==> src/ntm_settings.svh <==
////////////////////////////////////////
// Q1.15 unsigned words, 1.0 is 0x8000
// Index widths must cover R_MAX and N_MAX
////////////////////////////////////////

`ifndef NTM_SETTINGS_SVH
`define NTM_SETTINGS_SVH

// Fixed-point word
`define NTM_DATA_W 16
`define NTM_FRAC_W 15

// Array limits
`define NTM_R_MAX 8
`define NTM_N_MAX 16

// Index and size widths
`define NTM_HEAD_W 3
`define NTM_LOC_W 4
`define NTM_SIZE_W 5

`endif

==> src/ntm_types_pkg.sv <==
////////////////////////////////////////
// Scalar types and controller states
////////////////////////////////////////

`include "ntm_settings.svh"

package ntm_types_pkg;

  // Unsigned Q1.15 word
  typedef logic [`NTM_DATA_W-1:0] fix_t;

  // Head index, 0 to R_MAX-1
  typedef logic [`NTM_HEAD_W-1:0] head_idx_t;

  // Memory location index, 0 to N_MAX-1
  typedef logic [`NTM_LOC_W-1:0] loc_idx_t;

  // Count of heads or locations, up to the max itself
  typedef logic [`NTM_SIZE_W-1:0] size_t;

  // Fixed-point 1.0
  localparam fix_t fix_one = fix_t'(1 << `NTM_FRAC_W);

  // Retention controller phases
  typedef enum logic [1:0] {IDLE, LOAD, UPDATE, DRAIN} ctrl_state_t;

endpackage

==> src/ntm_bus_pkg.sv <==
////////////////////////////////////////
// Element buses between the blocks
////////////////////////////////////////

package ntm_bus_pkg;

  // One tagged weight w(i,j)
  typedef struct packed {
    // Element present this cycle
    logic                    valid;
    // Head i and location j
    ntm_types_pkg::head_idx_t head;
    ntm_types_pkg::loc_idx_t  loc;
    // Final weight of the run
    logic                    last;
    // Previous read weighting
    ntm_types_pkg::fix_t      w;
  } weight_elem_t;

  // One retention result
  typedef struct packed {
    ntm_types_pkg::loc_idx_t loc;
    ntm_types_pkg::fix_t     psi;
  } psi_elem_t;

endpackage

==> src/free_gate_store.sv <==
////////////////////////////////////////
// Gates land in arrival order, at most R_MAX per run
////////////////////////////////////////

`include "ntm_settings.svh"

module free_gate_store (
  input  logic                     CLK,
  input  logic                     RST,
  input  logic                     START,
  input  logic                     F_IN_ENABLE,
  input  ntm_types_pkg::fix_t       F_IN,
  input  ntm_types_pkg::head_idx_t  rd_head,
  output ntm_types_pkg::fix_t       gate
);

  // Gate registers, one per head
  ntm_types_pkg::fix_t gate_mem [`NTM_R_MAX];

  // Next free slot, one bit wider to see overflow
  ntm_types_pkg::size_t wr_ptr;

  // Write pointer
  always_ff @(posedge CLK or posedge RST) begin
    if (RST) begin
      wr_ptr <= '0;
    end else if (START) begin
      wr_ptr <= '0;
    end else if (F_IN_ENABLE) begin
      wr_ptr <= wr_ptr + 1'b1;
    end
  end

  // Gate capture
  always_ff @(posedge CLK) begin
    if (F_IN_ENABLE && !START) begin
      gate_mem[ntm_types_pkg::head_idx_t'(wr_ptr)] <= F_IN;
    end
  end

  // Read for the element the sequencer holds
  assign gate = gate_mem[rd_head];

  ////////////////////////////////////////
  // Checks
  ////////////////////////////////////////

  // More gates than slots since START
  a_no_overflow : assert property (@(posedge CLK) disable iff (RST)
    F_IN_ENABLE && !START |-> wr_ptr < ntm_types_pkg::size_t'(`NTM_R_MAX));

  // Gate above 1.0
  a_gate_range : assert property (@(posedge CLK) disable iff (RST)
    F_IN_ENABLE |-> F_IN <= ntm_types_pkg::fix_one);

endmodule

==> src/weight_sequencer.sv <==
////////////////////////////////////////
// Weights come i outer, j inner; R and N taken on START
////////////////////////////////////////

`include "ntm_settings.svh"

module weight_sequencer (
  input  logic                       CLK,
  input  logic                       RST,
  input  logic                       START,
  input  ntm_types_pkg::size_t        SIZE_R_IN,
  input  ntm_types_pkg::size_t        SIZE_N_IN,
  input  logic                       W_IN_ENABLE,
  input  ntm_types_pkg::fix_t         W_IN,
  output ntm_bus_pkg::weight_elem_t   elem,
  output ntm_types_pkg::head_idx_t    cur_head
);

  // Latched run sizes
  ntm_types_pkg::size_t size_r_q;
  ntm_types_pkg::size_t size_n_q;

  // Position of the next incoming weight
  ntm_types_pkg::head_idx_t head_cnt;
  ntm_types_pkg::loc_idx_t  loc_cnt;

  // Final weight already seen
  logic done_q;

  // Registered element
  logic                     valid_q;
  ntm_types_pkg::head_idx_t head_q;
  ntm_types_pkg::loc_idx_t  loc_q;
  logic                     last_q;
  ntm_types_pkg::fix_t      w_q;

  // End of a row and end of the run
  logic row_end;
  logic run_end;

  assign row_end = ntm_types_pkg::size_t'(loc_cnt) == size_n_q - `NTM_SIZE_W'(1);
  assign run_end = row_end &&
                   (ntm_types_pkg::size_t'(head_cnt) == size_r_q - `NTM_SIZE_W'(1));

  ////////////////////////////////////////
  // Counters
  ////////////////////////////////////////

  always_ff @(posedge CLK or posedge RST) begin
    if (RST) begin
      size_r_q <= '0;
      size_n_q <= '0;
      head_cnt <= '0;
      loc_cnt  <= '0;
      done_q   <= 1'b0;
      valid_q  <= 1'b0;
    end else if (START) begin
      size_r_q <= SIZE_R_IN;
      size_n_q <= SIZE_N_IN;
      head_cnt <= '0;
      loc_cnt  <= '0;
      done_q   <= 1'b0;
      valid_q  <= 1'b0;
    end else begin
      valid_q <= W_IN_ENABLE;
      if (W_IN_ENABLE) begin
        // j wraps at N, then i steps
        if (row_end) begin
          loc_cnt  <= '0;
          head_cnt <= head_cnt + 1'b1;
        end else begin
          loc_cnt <= loc_cnt + 1'b1;
        end
        done_q <= run_end;
      end
    end
  end

  // Payload and tags
  always_ff @(posedge CLK) begin
    if (W_IN_ENABLE) begin
      head_q <= head_cnt;
      loc_q  <= loc_cnt;
      last_q <= run_end;
      w_q    <= W_IN;
    end
  end

  assign elem = '{valid: valid_q, head: head_q, loc: loc_q, last: last_q, w: w_q};

  // Store read lines up with the registered element
  assign cur_head = head_q;

  ////////////////////////////////////////
  // Checks
  ////////////////////////////////////////

  // Weight past the end of the run
  a_no_extra_weight : assert property (@(posedge CLK) disable iff (RST)
    W_IN_ENABLE |-> !done_q);

  // Weight above 1.0
  a_weight_range : assert property (@(posedge CLK) disable iff (RST)
    W_IN_ENABLE |-> W_IN <= ntm_types_pkg::fix_one);

endmodule

==> src/retention_accumulator.sv <==
////////////////////////////////////////
// psi(j) *= 1 - f(i)*w(i,j), truncated Q1.15
// N taken on START, N must be at least 1
////////////////////////////////////////

`include "ntm_settings.svh"

module retention_accumulator (
  input  logic                      CLK,
  input  logic                      RST,
  input  logic                      START,
  input  ntm_types_pkg::size_t       SIZE_N_IN,
  input  ntm_bus_pkg::weight_elem_t  elem,
  input  ntm_types_pkg::fix_t        gate,
  output logic                      PSI_OUT_ENABLE,
  output ntm_bus_pkg::psi_elem_t     PSI_OUT,
  output logic                      READY
);

  // Controller
  ntm_types_pkg::ctrl_state_t state;
  ntm_types_pkg::size_t       size_n_q;
  ntm_types_pkg::loc_idx_t    drain_cnt;
  logic                      drain_end;

  // Retention per location
  ntm_types_pkg::fix_t psi_mem [`NTM_N_MAX];

  // Datapath
  ntm_types_pkg::fix_t erase;
  ntm_types_pkg::fix_t keep;
  ntm_types_pkg::fix_t psi_new;

  // Q1.15 product, low fraction bits dropped
  function automatic ntm_types_pkg::fix_t fix_mul(input ntm_types_pkg::fix_t a,
                                                  input ntm_types_pkg::fix_t b);
    logic [2*`NTM_DATA_W-1:0] prod;
    prod = a * b;
    return prod[`NTM_FRAC_W +: `NTM_DATA_W];
  endfunction

  ////////////////////////////////////////
  // Update path
  ////////////////////////////////////////

  // g = f*w, r = 1 - g, psi*r
  assign erase   = fix_mul(gate, elem.w);
  assign keep    = ntm_types_pkg::fix_one - erase;
  assign psi_new = fix_mul(psi_mem[elem.loc], keep);

  assign drain_end = ntm_types_pkg::size_t'(drain_cnt) == size_n_q - `NTM_SIZE_W'(1);

  always_ff @(posedge CLK or posedge RST) begin
    if (RST) begin
      state     <= ntm_types_pkg::IDLE;
      size_n_q  <= '0;
      drain_cnt <= '0;
      READY     <= 1'b0;
      for (int k = 0; k < `NTM_N_MAX; k++) psi_mem[k] <= '0;
    end else begin
      READY <= 1'b0;
      if (START) begin
        // New run, restart from full retention
        state     <= ntm_types_pkg::LOAD;
        size_n_q  <= SIZE_N_IN;
        drain_cnt <= '0;
        for (int k = 0; k < `NTM_N_MAX; k++) psi_mem[k] <= ntm_types_pkg::fix_one;
      end else begin
        case (state)
          ntm_types_pkg::LOAD, ntm_types_pkg::UPDATE: begin
            if (elem.valid) begin
              psi_mem[elem.loc] <= psi_new;
              state <= elem.last ? ntm_types_pkg::DRAIN : ntm_types_pkg::UPDATE;
            end
          end
          ntm_types_pkg::DRAIN: begin
            // One location per cycle, READY after the last
            if (drain_end) begin
              state     <= ntm_types_pkg::IDLE;
              drain_cnt <= '0;
              READY     <= 1'b1;
            end else begin
              drain_cnt <= drain_cnt + 1'b1;
            end
          end
          default: state <= ntm_types_pkg::IDLE;
        endcase
      end
    end
  end

  // Output stream straight from the array
  assign PSI_OUT_ENABLE = state == ntm_types_pkg::DRAIN;
  assign PSI_OUT        = '{loc: drain_cnt, psi: psi_mem[drain_cnt]};

  // READY only right after the last psi word
  a_ready_after_drain : assert property (@(posedge CLK) disable iff (RST)
    READY |-> !PSI_OUT_ENABLE && $past(PSI_OUT_ENABLE));

endmodule

==> src/memory_retention_vector.sv <==
////////////////////////////////////////
// No back-pressure, inputs must not exceed 1.0
////////////////////////////////////////

module memory_retention_vector (
  // Global
  input  logic                   CLK,
  input  logic                   RST,

  // Control
  input  logic                   START,
  output logic                   READY,

  // Sizes, sampled on START
  input  ntm_types_pkg::size_t    SIZE_R_IN,
  input  ntm_types_pkg::size_t    SIZE_N_IN,

  // Free gates then weights
  input  logic                   F_IN_ENABLE,
  input  ntm_types_pkg::fix_t     F_IN,
  input  logic                   W_IN_ENABLE,
  input  ntm_types_pkg::fix_t     W_IN,

  // Retention stream
  output logic                   PSI_OUT_ENABLE,
  output ntm_bus_pkg::psi_elem_t  PSI_OUT
);

  // Tagged weight and its gate
  ntm_bus_pkg::weight_elem_t elem;
  ntm_types_pkg::head_idx_t  cur_head;
  ntm_types_pkg::fix_t       gate;

  // Gates
  free_gate_store u_free_gate_store (
    .CLK        (CLK),
    .RST        (RST),
    .START      (START),
    .F_IN_ENABLE(F_IN_ENABLE),
    .F_IN       (F_IN),
    .rd_head    (cur_head),
    .gate       (gate)
  );

  // Weight indexing
  weight_sequencer u_weight_sequencer (
    .CLK        (CLK),
    .RST        (RST),
    .START      (START),
    .SIZE_R_IN  (SIZE_R_IN),
    .SIZE_N_IN  (SIZE_N_IN),
    .W_IN_ENABLE(W_IN_ENABLE),
    .W_IN       (W_IN),
    .elem       (elem),
    .cur_head   (cur_head)
  );

  // psi update and drain
  retention_accumulator u_retention_accumulator (
    .CLK           (CLK),
    .RST           (RST),
    .START         (START),
    .SIZE_N_IN     (SIZE_N_IN),
    .elem          (elem),
    .gate          (gate),
    .PSI_OUT_ENABLE(PSI_OUT_ENABLE),
    .PSI_OUT       (PSI_OUT),
    .READY         (READY)
  );

endmodule

==> config.mk <==
export PLATFORM = sky130hd
export DESIGN_NAME = memory_retention_vector
export DESIGN_NICKNAME = d
export VERILOG_FILES = /design/src/ntm_types_pkg.sv /design/src/ntm_bus_pkg.sv /design/src/free_gate_store.sv /design/src/weight_sequencer.sv /design/src/retention_accumulator.sv /design/src/memory_retention_vector.sv
export VERILOG_INCLUDE_DIRS = /design/src
export SDC_FILE = /design/constraint.sdc
export NUM_CORES = 2
export LEC_CHECK = 0
export BUFFER_PORTS_ARGS = -buffer_cell sky130_fd_sc_hd__buf_2
export CAP_MARGIN = 20
export CORE_UTILIZATION = 60
export DETAILED_ROUTE_END_ITERATION = 12
export PLACE_DENSITY = 0.82
export SLEW_MARGIN = 20
export SYNTH_ARGS = -nofsm -noshare
export SYNTH_HDL_FRONTEND = slang
export SYNTH_SLANG_ARGS = --single-unit
==> constraint.sdc <==
create_clock -name CLK -period 26.5 [get_ports CLK]
set_input_delay 2.65 -clock CLK [delete_from_list [all_inputs] [get_ports CLK]]
set_output_delay 2.65 -clock CLK [all_outputs]
set_load 0.1 [all_outputs]
After elaboration in Yosys (flattened, before gate mapping):

Memories as Yosys holds them, arrays and structs flattened. A register that Yosys moved wholly into a read port is not among the register bits.
Cells that the tools add are included.

* register bits: 310
* bits in writable memories: 128
* input port bits: 47
* output and inout port bits: 22
* logic and storage cells: 101
* memories: 1

Memory list
* u_free_gate_store.gate_mem: depth 8, width 16, rd ports 1, clocked after memory_dff 1, write ports 1, RTL line free_gate_store.sv:18 `` ntm_types_pkg::fix_t gate_mem [`NTM_R_MAX]; ``

* add/sub/neg operators: 7
* multipliers: 2
* order comparisons: 3
* eq/ne operators: 8
* muxes and demuxes: 35
* bitwise operators: 2
* reductions and logical operators: 14

Operators with widths (number)
* 256-bit two-way mux: 3
* 256-bit bitwise mux: 1
* 16-bit binary-select mux with 4-bit select: 2
* 16-bit two-way mux: 5
* 16-bit demux with 4-bit select: 1
* 16-bit by 16-bit multiplier with 31-bit output: 2
* 4-bit two-way mux: 6
* 16-bit subtractor, first input constant: 1
* 3-bit two-way mux: 4
* 2-bit nonzero test: 6
* 4-bit by 5-bit equality test with 1-bit output: 2
* 5-bit greater-or-equal comparator, second input constant: 2
* 5-bit two-way mux: 2
* 4-bit inverter with 5-bit output: 2
* 5-bit by 1-bit subtractor with 5-bit output, second input constant: 2
* 4-bit by 1-bit adder with 4-bit output, second input constant: 2
* 1-bit two-way mux: 7
* 2-bit two-way mux: 3
* 2-bit AND reduction: 3
* 5-bit by 1-bit adder with 5-bit output, second input constant: 1
* 3-bit by 5-bit equality test with 1-bit output: 1
* 5-bit by 1-bit < comparator with 1-bit output, second input constant: 1
* 2-bit equality test, second input constant: 2
* 2-bit one-hot mux with 2 select lines: 1
* 7 further kinds: 9

Depth between registers and ports, before layout:

* depth after elaboration: 9
* mapped depth: 56
* mapped depth without buffers: 50

Modules after synthesis:

From an unflattened synthesis, not the netlist that was laid out.

* cells, all modules: 3217
* area total of the unflattened synthesis: 37216.9 µm²

Modules (own cells, without submodules)
* retention_accumulator: instances 1, cells each 2878, area an instance 30302.8 µm²
* free_gate_store: instances 1, cells each 211, area an instance 5123.7 µm²
* weight_sequencer: instances 1, cells each 128, area an instance 1790.5 µm²

Worst setup path before layout:

Ideal clock, no wire load.

* kind: flip-flop to flip-flop
* from: register (tool-made name)
* to: register u_retention_accumulator.psi_mem[14] (netlist bit)
* setup time: 0.133 ns
* arrival time: 14.792 ns
* slack: 11.575 ns
* stages on the path, launching flop included: 53
* buffers on the path: 7
* period minus slack after synthesis: 14.925 ns
* cell sequence: dfxtp_1 -> buf_6 -> clkbuf_1 -> buf_1 -> mux4_2 -> mux2_2 -> clkbuf_1 -> nand2_1 -> fa_1 -> fa_1 -> inv_1 -> fa_1 -> fa_1 -> fa_1 -> inv_1 -> fa_1 -> inv_1 -> ha_1 -> (+17 left out) -> fa_1 -> fa_1 -> inv_1 -> fa_1 -> inv_1 -> ha_1 -> nand4_1 -> nor2_1 -> nand2_1 -> or3_1 -> or4_1 -> a21oi_1 -> o41ai_1 -> a21boi_1 -> nor4_1 -> a311oi_1 -> clkbuf_1 -> o21ai_0

RTL lines
* end signal: indexed assignment: RTL line retention_accumulator.sv:72 `psi_mem[elem.loc] <= psi_new;`
* end: declaration: RTL line retention_accumulator.sv:27 `` ntm_types_pkg::fix_t psi_mem [`NTM_N_MAX]; ``

==> metrics.txt <==
# TYPE chip_impl_metric gauge
chip_impl_metric{name="crit_arrival",unit="ns"} 16.57
chip_impl_metric{name="final_hold_viol_count",unit=""} 0
chip_impl_metric{name="yosys_warnings",unit=""} 0
chip_impl_metric{name="register_area",unit="sq um"} 11740
chip_impl_metric{name="insertedDiodeCount",unit=""} 0
chip_impl_metric{name="synth_edf_count",unit=""} 152
chip_impl_metric{name="horizontal_extent_of_the_die",unit="um"} 250.3
chip_impl_metric{name="fill_cells",unit=""} 4375
chip_impl_metric{name="report.final.setup_viol",unit=""} 0
chip_impl_info{name="setup_repair_after_global_routing_missed_its_margin",value="no"} 1
chip_impl_metric{name="largest_net_degree_at_the_start_of_global_routing",unit=""} 175
chip_impl_metric{name="finalMaxSlewViolations",unit=""} 0
chip_impl_metric{name="timing.max_slew.rel_slack",unit=""} 0.1757
chip_impl_metric{name="die-height",unit="um"} 250.3
chip_impl_metric{name="antenna_violations_before_repair",unit=""} 1
chip_impl_metric{name="setup_slack_after_placement",unit="ns"} 10.52
chip_impl_metric{name="design.portCount",unit=""} 69
chip_impl_metric{name="synthesis.area_per_instance",unit="sq um"} 11.36
chip_impl_metric{name="timing.fmax",unit="MHz"} 62.16
chip_impl_metric{name="critical_path.max_fanout",unit=""} 36
chip_impl_info{name="worstSetupPathType",value="register to register"} 1
chip_impl_metric{name="place.gp.congestion",unit=""} 0.9143
chip_impl_metric{name="start_util",unit=""} 0.6104
chip_impl_metric{name="worst-slew-pin-transition",unit="ns"} 1.235
chip_impl_metric{name="cts.clk_slew.worst_paths",unit="ns"} 0.06
chip_impl_info{name="run_status",value="complete, no violations"} 1
chip_impl_metric{name="globalRoute.totalOverflow",unit=""} 0
chip_impl_metric{name="via_count_of_the_first_global_routing_pass",unit=""} 27940
chip_impl_metric{name="drt.antenna.violating_nets",unit=""} 0
chip_impl_metric{name="cts_resized",unit=""} 0
chip_impl_metric{name="holdBufCountCts",unit=""} 0
chip_impl_metric{name="number_of_buffers_inserted_during_clock_tree_synthesis",unit=""} 46
chip_impl_metric{name="final-instance-count-excl-fill",unit=""} 4065
chip_impl_metric{name="htree_levels",unit=""} 2
chip_impl_metric{name="floorplan.die_area",unit="sq um"} 62630
chip_impl_metric{name="routed_wl",unit="um"} 96560
chip_impl_info{name="critPathMostFrequentCell",value="sky130_fd_sc_hd__fa_1"} 1
chip_impl_metric{name="synth_seq_area_share",unit=""} 0.3172
chip_impl_info{name="hold_path.class",value="register to register"} 1
chip_impl_metric{name="netlist_area",unit="sq um"} 36980
chip_impl_metric{name="netlist_instances",unit=""} 3256
chip_impl_metric{name="async_reset_ff_frac",unit=""} 0.6469
chip_impl_info{name="cts_tree",value="done"} 1
chip_impl_metric{name="grt_first_pass_wirelength",unit="um"} 153800
chip_impl_metric{name="drc_errors",unit=""} 0
chip_impl_metric{name="post-dp-hpwl",unit="um"} 64110
chip_impl_metric{name="crit_required",unit="ns"} 26.99
chip_impl_metric{name="num_rows",unit=""} 90
chip_impl_metric{name="area_used_by_multi_input_combinational_logic",unit="sq um"} 22840
chip_impl_metric{name="final.min_clock_period",unit="ns"} 16.09
chip_impl_metric{name="setup_slack",unit="ns"} 10.41
chip_impl_metric{name="synth-seq-cells",unit=""} 439
chip_impl_metric{name="ys_types",unit=""} 69
chip_impl_metric{name="cts_num_sinks",unit=""} 439
chip_impl_metric{name="cts.repair_timing.setup_buffer_count",unit=""} 0
chip_impl_info{name="critical_path.slowest_cell",value="sky130_fd_sc_hd__nor3_2"} 1
chip_impl_metric{name="syn_to_final_growth",unit="%"} 7.650
chip_impl_metric{name="cts_max_path_buffers",unit=""} 3
chip_impl_metric{name="timing.setup.tns",unit="ns"} 0
chip_impl_metric{name="numPortBuffers",unit=""} 68
chip_impl_metric{name="vias_per_cell",unit=""} 6.569
chip_impl_metric{name="maxCapViolations",unit=""} 0
chip_impl_metric{name="detail_route.iter0.violations",unit=""} 3067
chip_impl_metric{name="post_route_cells_drive_above_1_share",unit=""} 0.1438
chip_impl_metric{name="placed_cells",unit=""} 3980
chip_impl_metric{name="wl_per_cell",unit="um"} 23.75
chip_impl_metric{name="final_core_util",unit=""} 0.6571
chip_impl_metric{name="num-nets-final",unit=""} 3879
chip_impl_metric{name="grt_use_total",unit=""} 0.3192
chip_impl_metric{name="floorplan.core_area",unit="sq um"} 60580
chip_impl_info{name="critical_path.endpoint_type",value="register"} 1
chip_impl_info{name="cts.root.buffer_cell",value="sky130_fd_sc_hd__clkbuf_16"} 1
chip_impl_metric{name="route.vias.total",unit=""} 26700
chip_impl_metric{name="final_min_period_over_clock_period",unit=""} 0.6070
chip_impl_metric{name="synthesis.nets",unit=""} 3889
chip_impl_metric{name="worst_clock_skew",unit="ns"} 0.02198
chip_impl_info{name="dominantRegCellSynth",value="sky130_fd_sc_hd__dfrtp_1"} 1
chip_impl_metric{name="insertion_delay",unit="ns"} 0.60
chip_impl_info{name="critPathLaunchType",value="register"} 1
chip_impl_metric{name="dr.pass1.iters",unit=""} 5
chip_impl_metric{name="cpPeakStageDelay",unit="ns"} 0.68
## cells in the final DEF, fill, tap and decap left out, drive strengths merged, types with 90 or more instances in the layout
cell / synthesis / layout
inv: 510 / 513
nand2: 390 / 390
fa: 384 / 384
dfrtp: 284 / 284
a22o: 210 / 210
ha: 202 / 202
and2: 193 / 193
mux4: 190 / 190
edfxtp: 152 / 152
buf: 26 / 125
o21ai: 90 / 90
## registers in the layout, indices dropped and copies added, names as in the netlist, named ones only
name	cells
u_weight_sequencer.size_r_q	5
u_retention_accumulator.READY	1
u_free_gate_store.gate_mem	128
u_retention_accumulator.state	2
u_retention_accumulator.drain_cnt	4
u_weight_sequencer.loc_cnt	4
u_retention_accumulator.size_n_q	5
u_free_gate_store.wr_ptr	3
u_weight_sequencer.head_cnt	3
u_weight_sequencer.valid_q	1
u_weight_sequencer.last_q	1
u_retention_accumulator.psi_mem	256
u_weight_sequencer.cur_head	3
u_weight_sequencer.loc_q	4
u_weight_sequencer.w_q	16
## final timing paths
| path | slack (ns) | startpoint | to | cells past startpoint |
|---|---|---|---|---|
| max | 10.41 | register | u_retention_accumulator.psi_mem[255] | 47 |
| max in group asynchronous | 22.84 | RST | u_retention_accumulator.psi_mem[103] | 3 |
| max reg2reg | 10.41 | register | u_retention_accumulator.psi_mem[255] | 47 |
| min reg2reg | 0.47 | u_weight_sequencer.cur_head[1] | register | 1 |
| min in group asynchronous | 2.17 | RST | u_weight_sequencer.size_r_q[1] | 2 |
| min | 0.47 | u_weight_sequencer.cur_head[1] | register | 1 |
## through the flow
stage	cell area (sq um)	hold slack, ns
CTS	39800	0.4729
floorplan	36980	0.4231
global route	39810	0.5020
finish	39810	0.4745
global placement	38240	0.4560
detailed placement	38250	0.4578
## cell type report
| type | instances | area share |
|---|---|---|
| Sequential cell | 439 | 0.2949 |
| Inverter | 510 | 0.04828 |
| Tap cell | 782 | 0.02458 |
| Multi-Input combinational cell | 2124 | 0.5737 |
| Clock buffer | 63 | 0.03363 |
| Clock inverter | 22 | 0.005312 |
| Timing Repair Buffer | 125 | 0.01961 |
## worst max-delay path: cells and delay by family, from the launching register on
kind	cells	cell delay (ns)
DFF	1	0.31
buffers and inverters	8	0.88
and+or+nand+nor	13	4.28
xor gates and xnor gates	1	0.20
adders and majority gates	14	6.60
muxes	2	1.03
AOI/OAI and AO/OA	9	2.66
## synth_stat cells (all sizes together) (26+ instances only)
cell,instances,share of area
fa,384,0.21
inv,510,0.052
mux4,190,0.12
dfrtp,284,0.19
edfxtp,152,0.12
xnor2,41,0.0097
buf,26,0.0031
ha,202,0.068
o21ai,90,0.012
a22o,210,0.050
and2,193,0.033
nor2,63,0.0064
nand2,390,0.040
a21oi,60,0.0081
clkbuf,157,0.016
mux2,31,0.0094
## routing by layer
metal  vias to the layer above  track usage  part of all wire
met4                         0       0.1530             0.047
met1                     13620       0.4143              0.36
li1                      11050            -                 -
met5                         -            0                 0
met2                      1661       0.5155              0.48
met3                       374      0.06786              0.10
## kinds of logic after synthesis
| kind of cell | after synthesis | synth area share |
|---|---|---|
| adder cells (fa/ha/maj) | 586 | 0.2762 |
| XOR/XNOR | 60 | 0.01421 |
| multiplexers | 225 | 0.1262 |
| AO/OA/AOI/OAI | 475 | 0.09487 |
| buffers and inverters | 693 | 0.07085 |
| AND/OR/NAND/NOR | 778 | 0.1004 |
| flip-flops | 439 | 0.3172 |
Power is left out: the tool's default activity adds up to more than one toggle a clock period on the data nets, which glitch-free logic cannot reach.
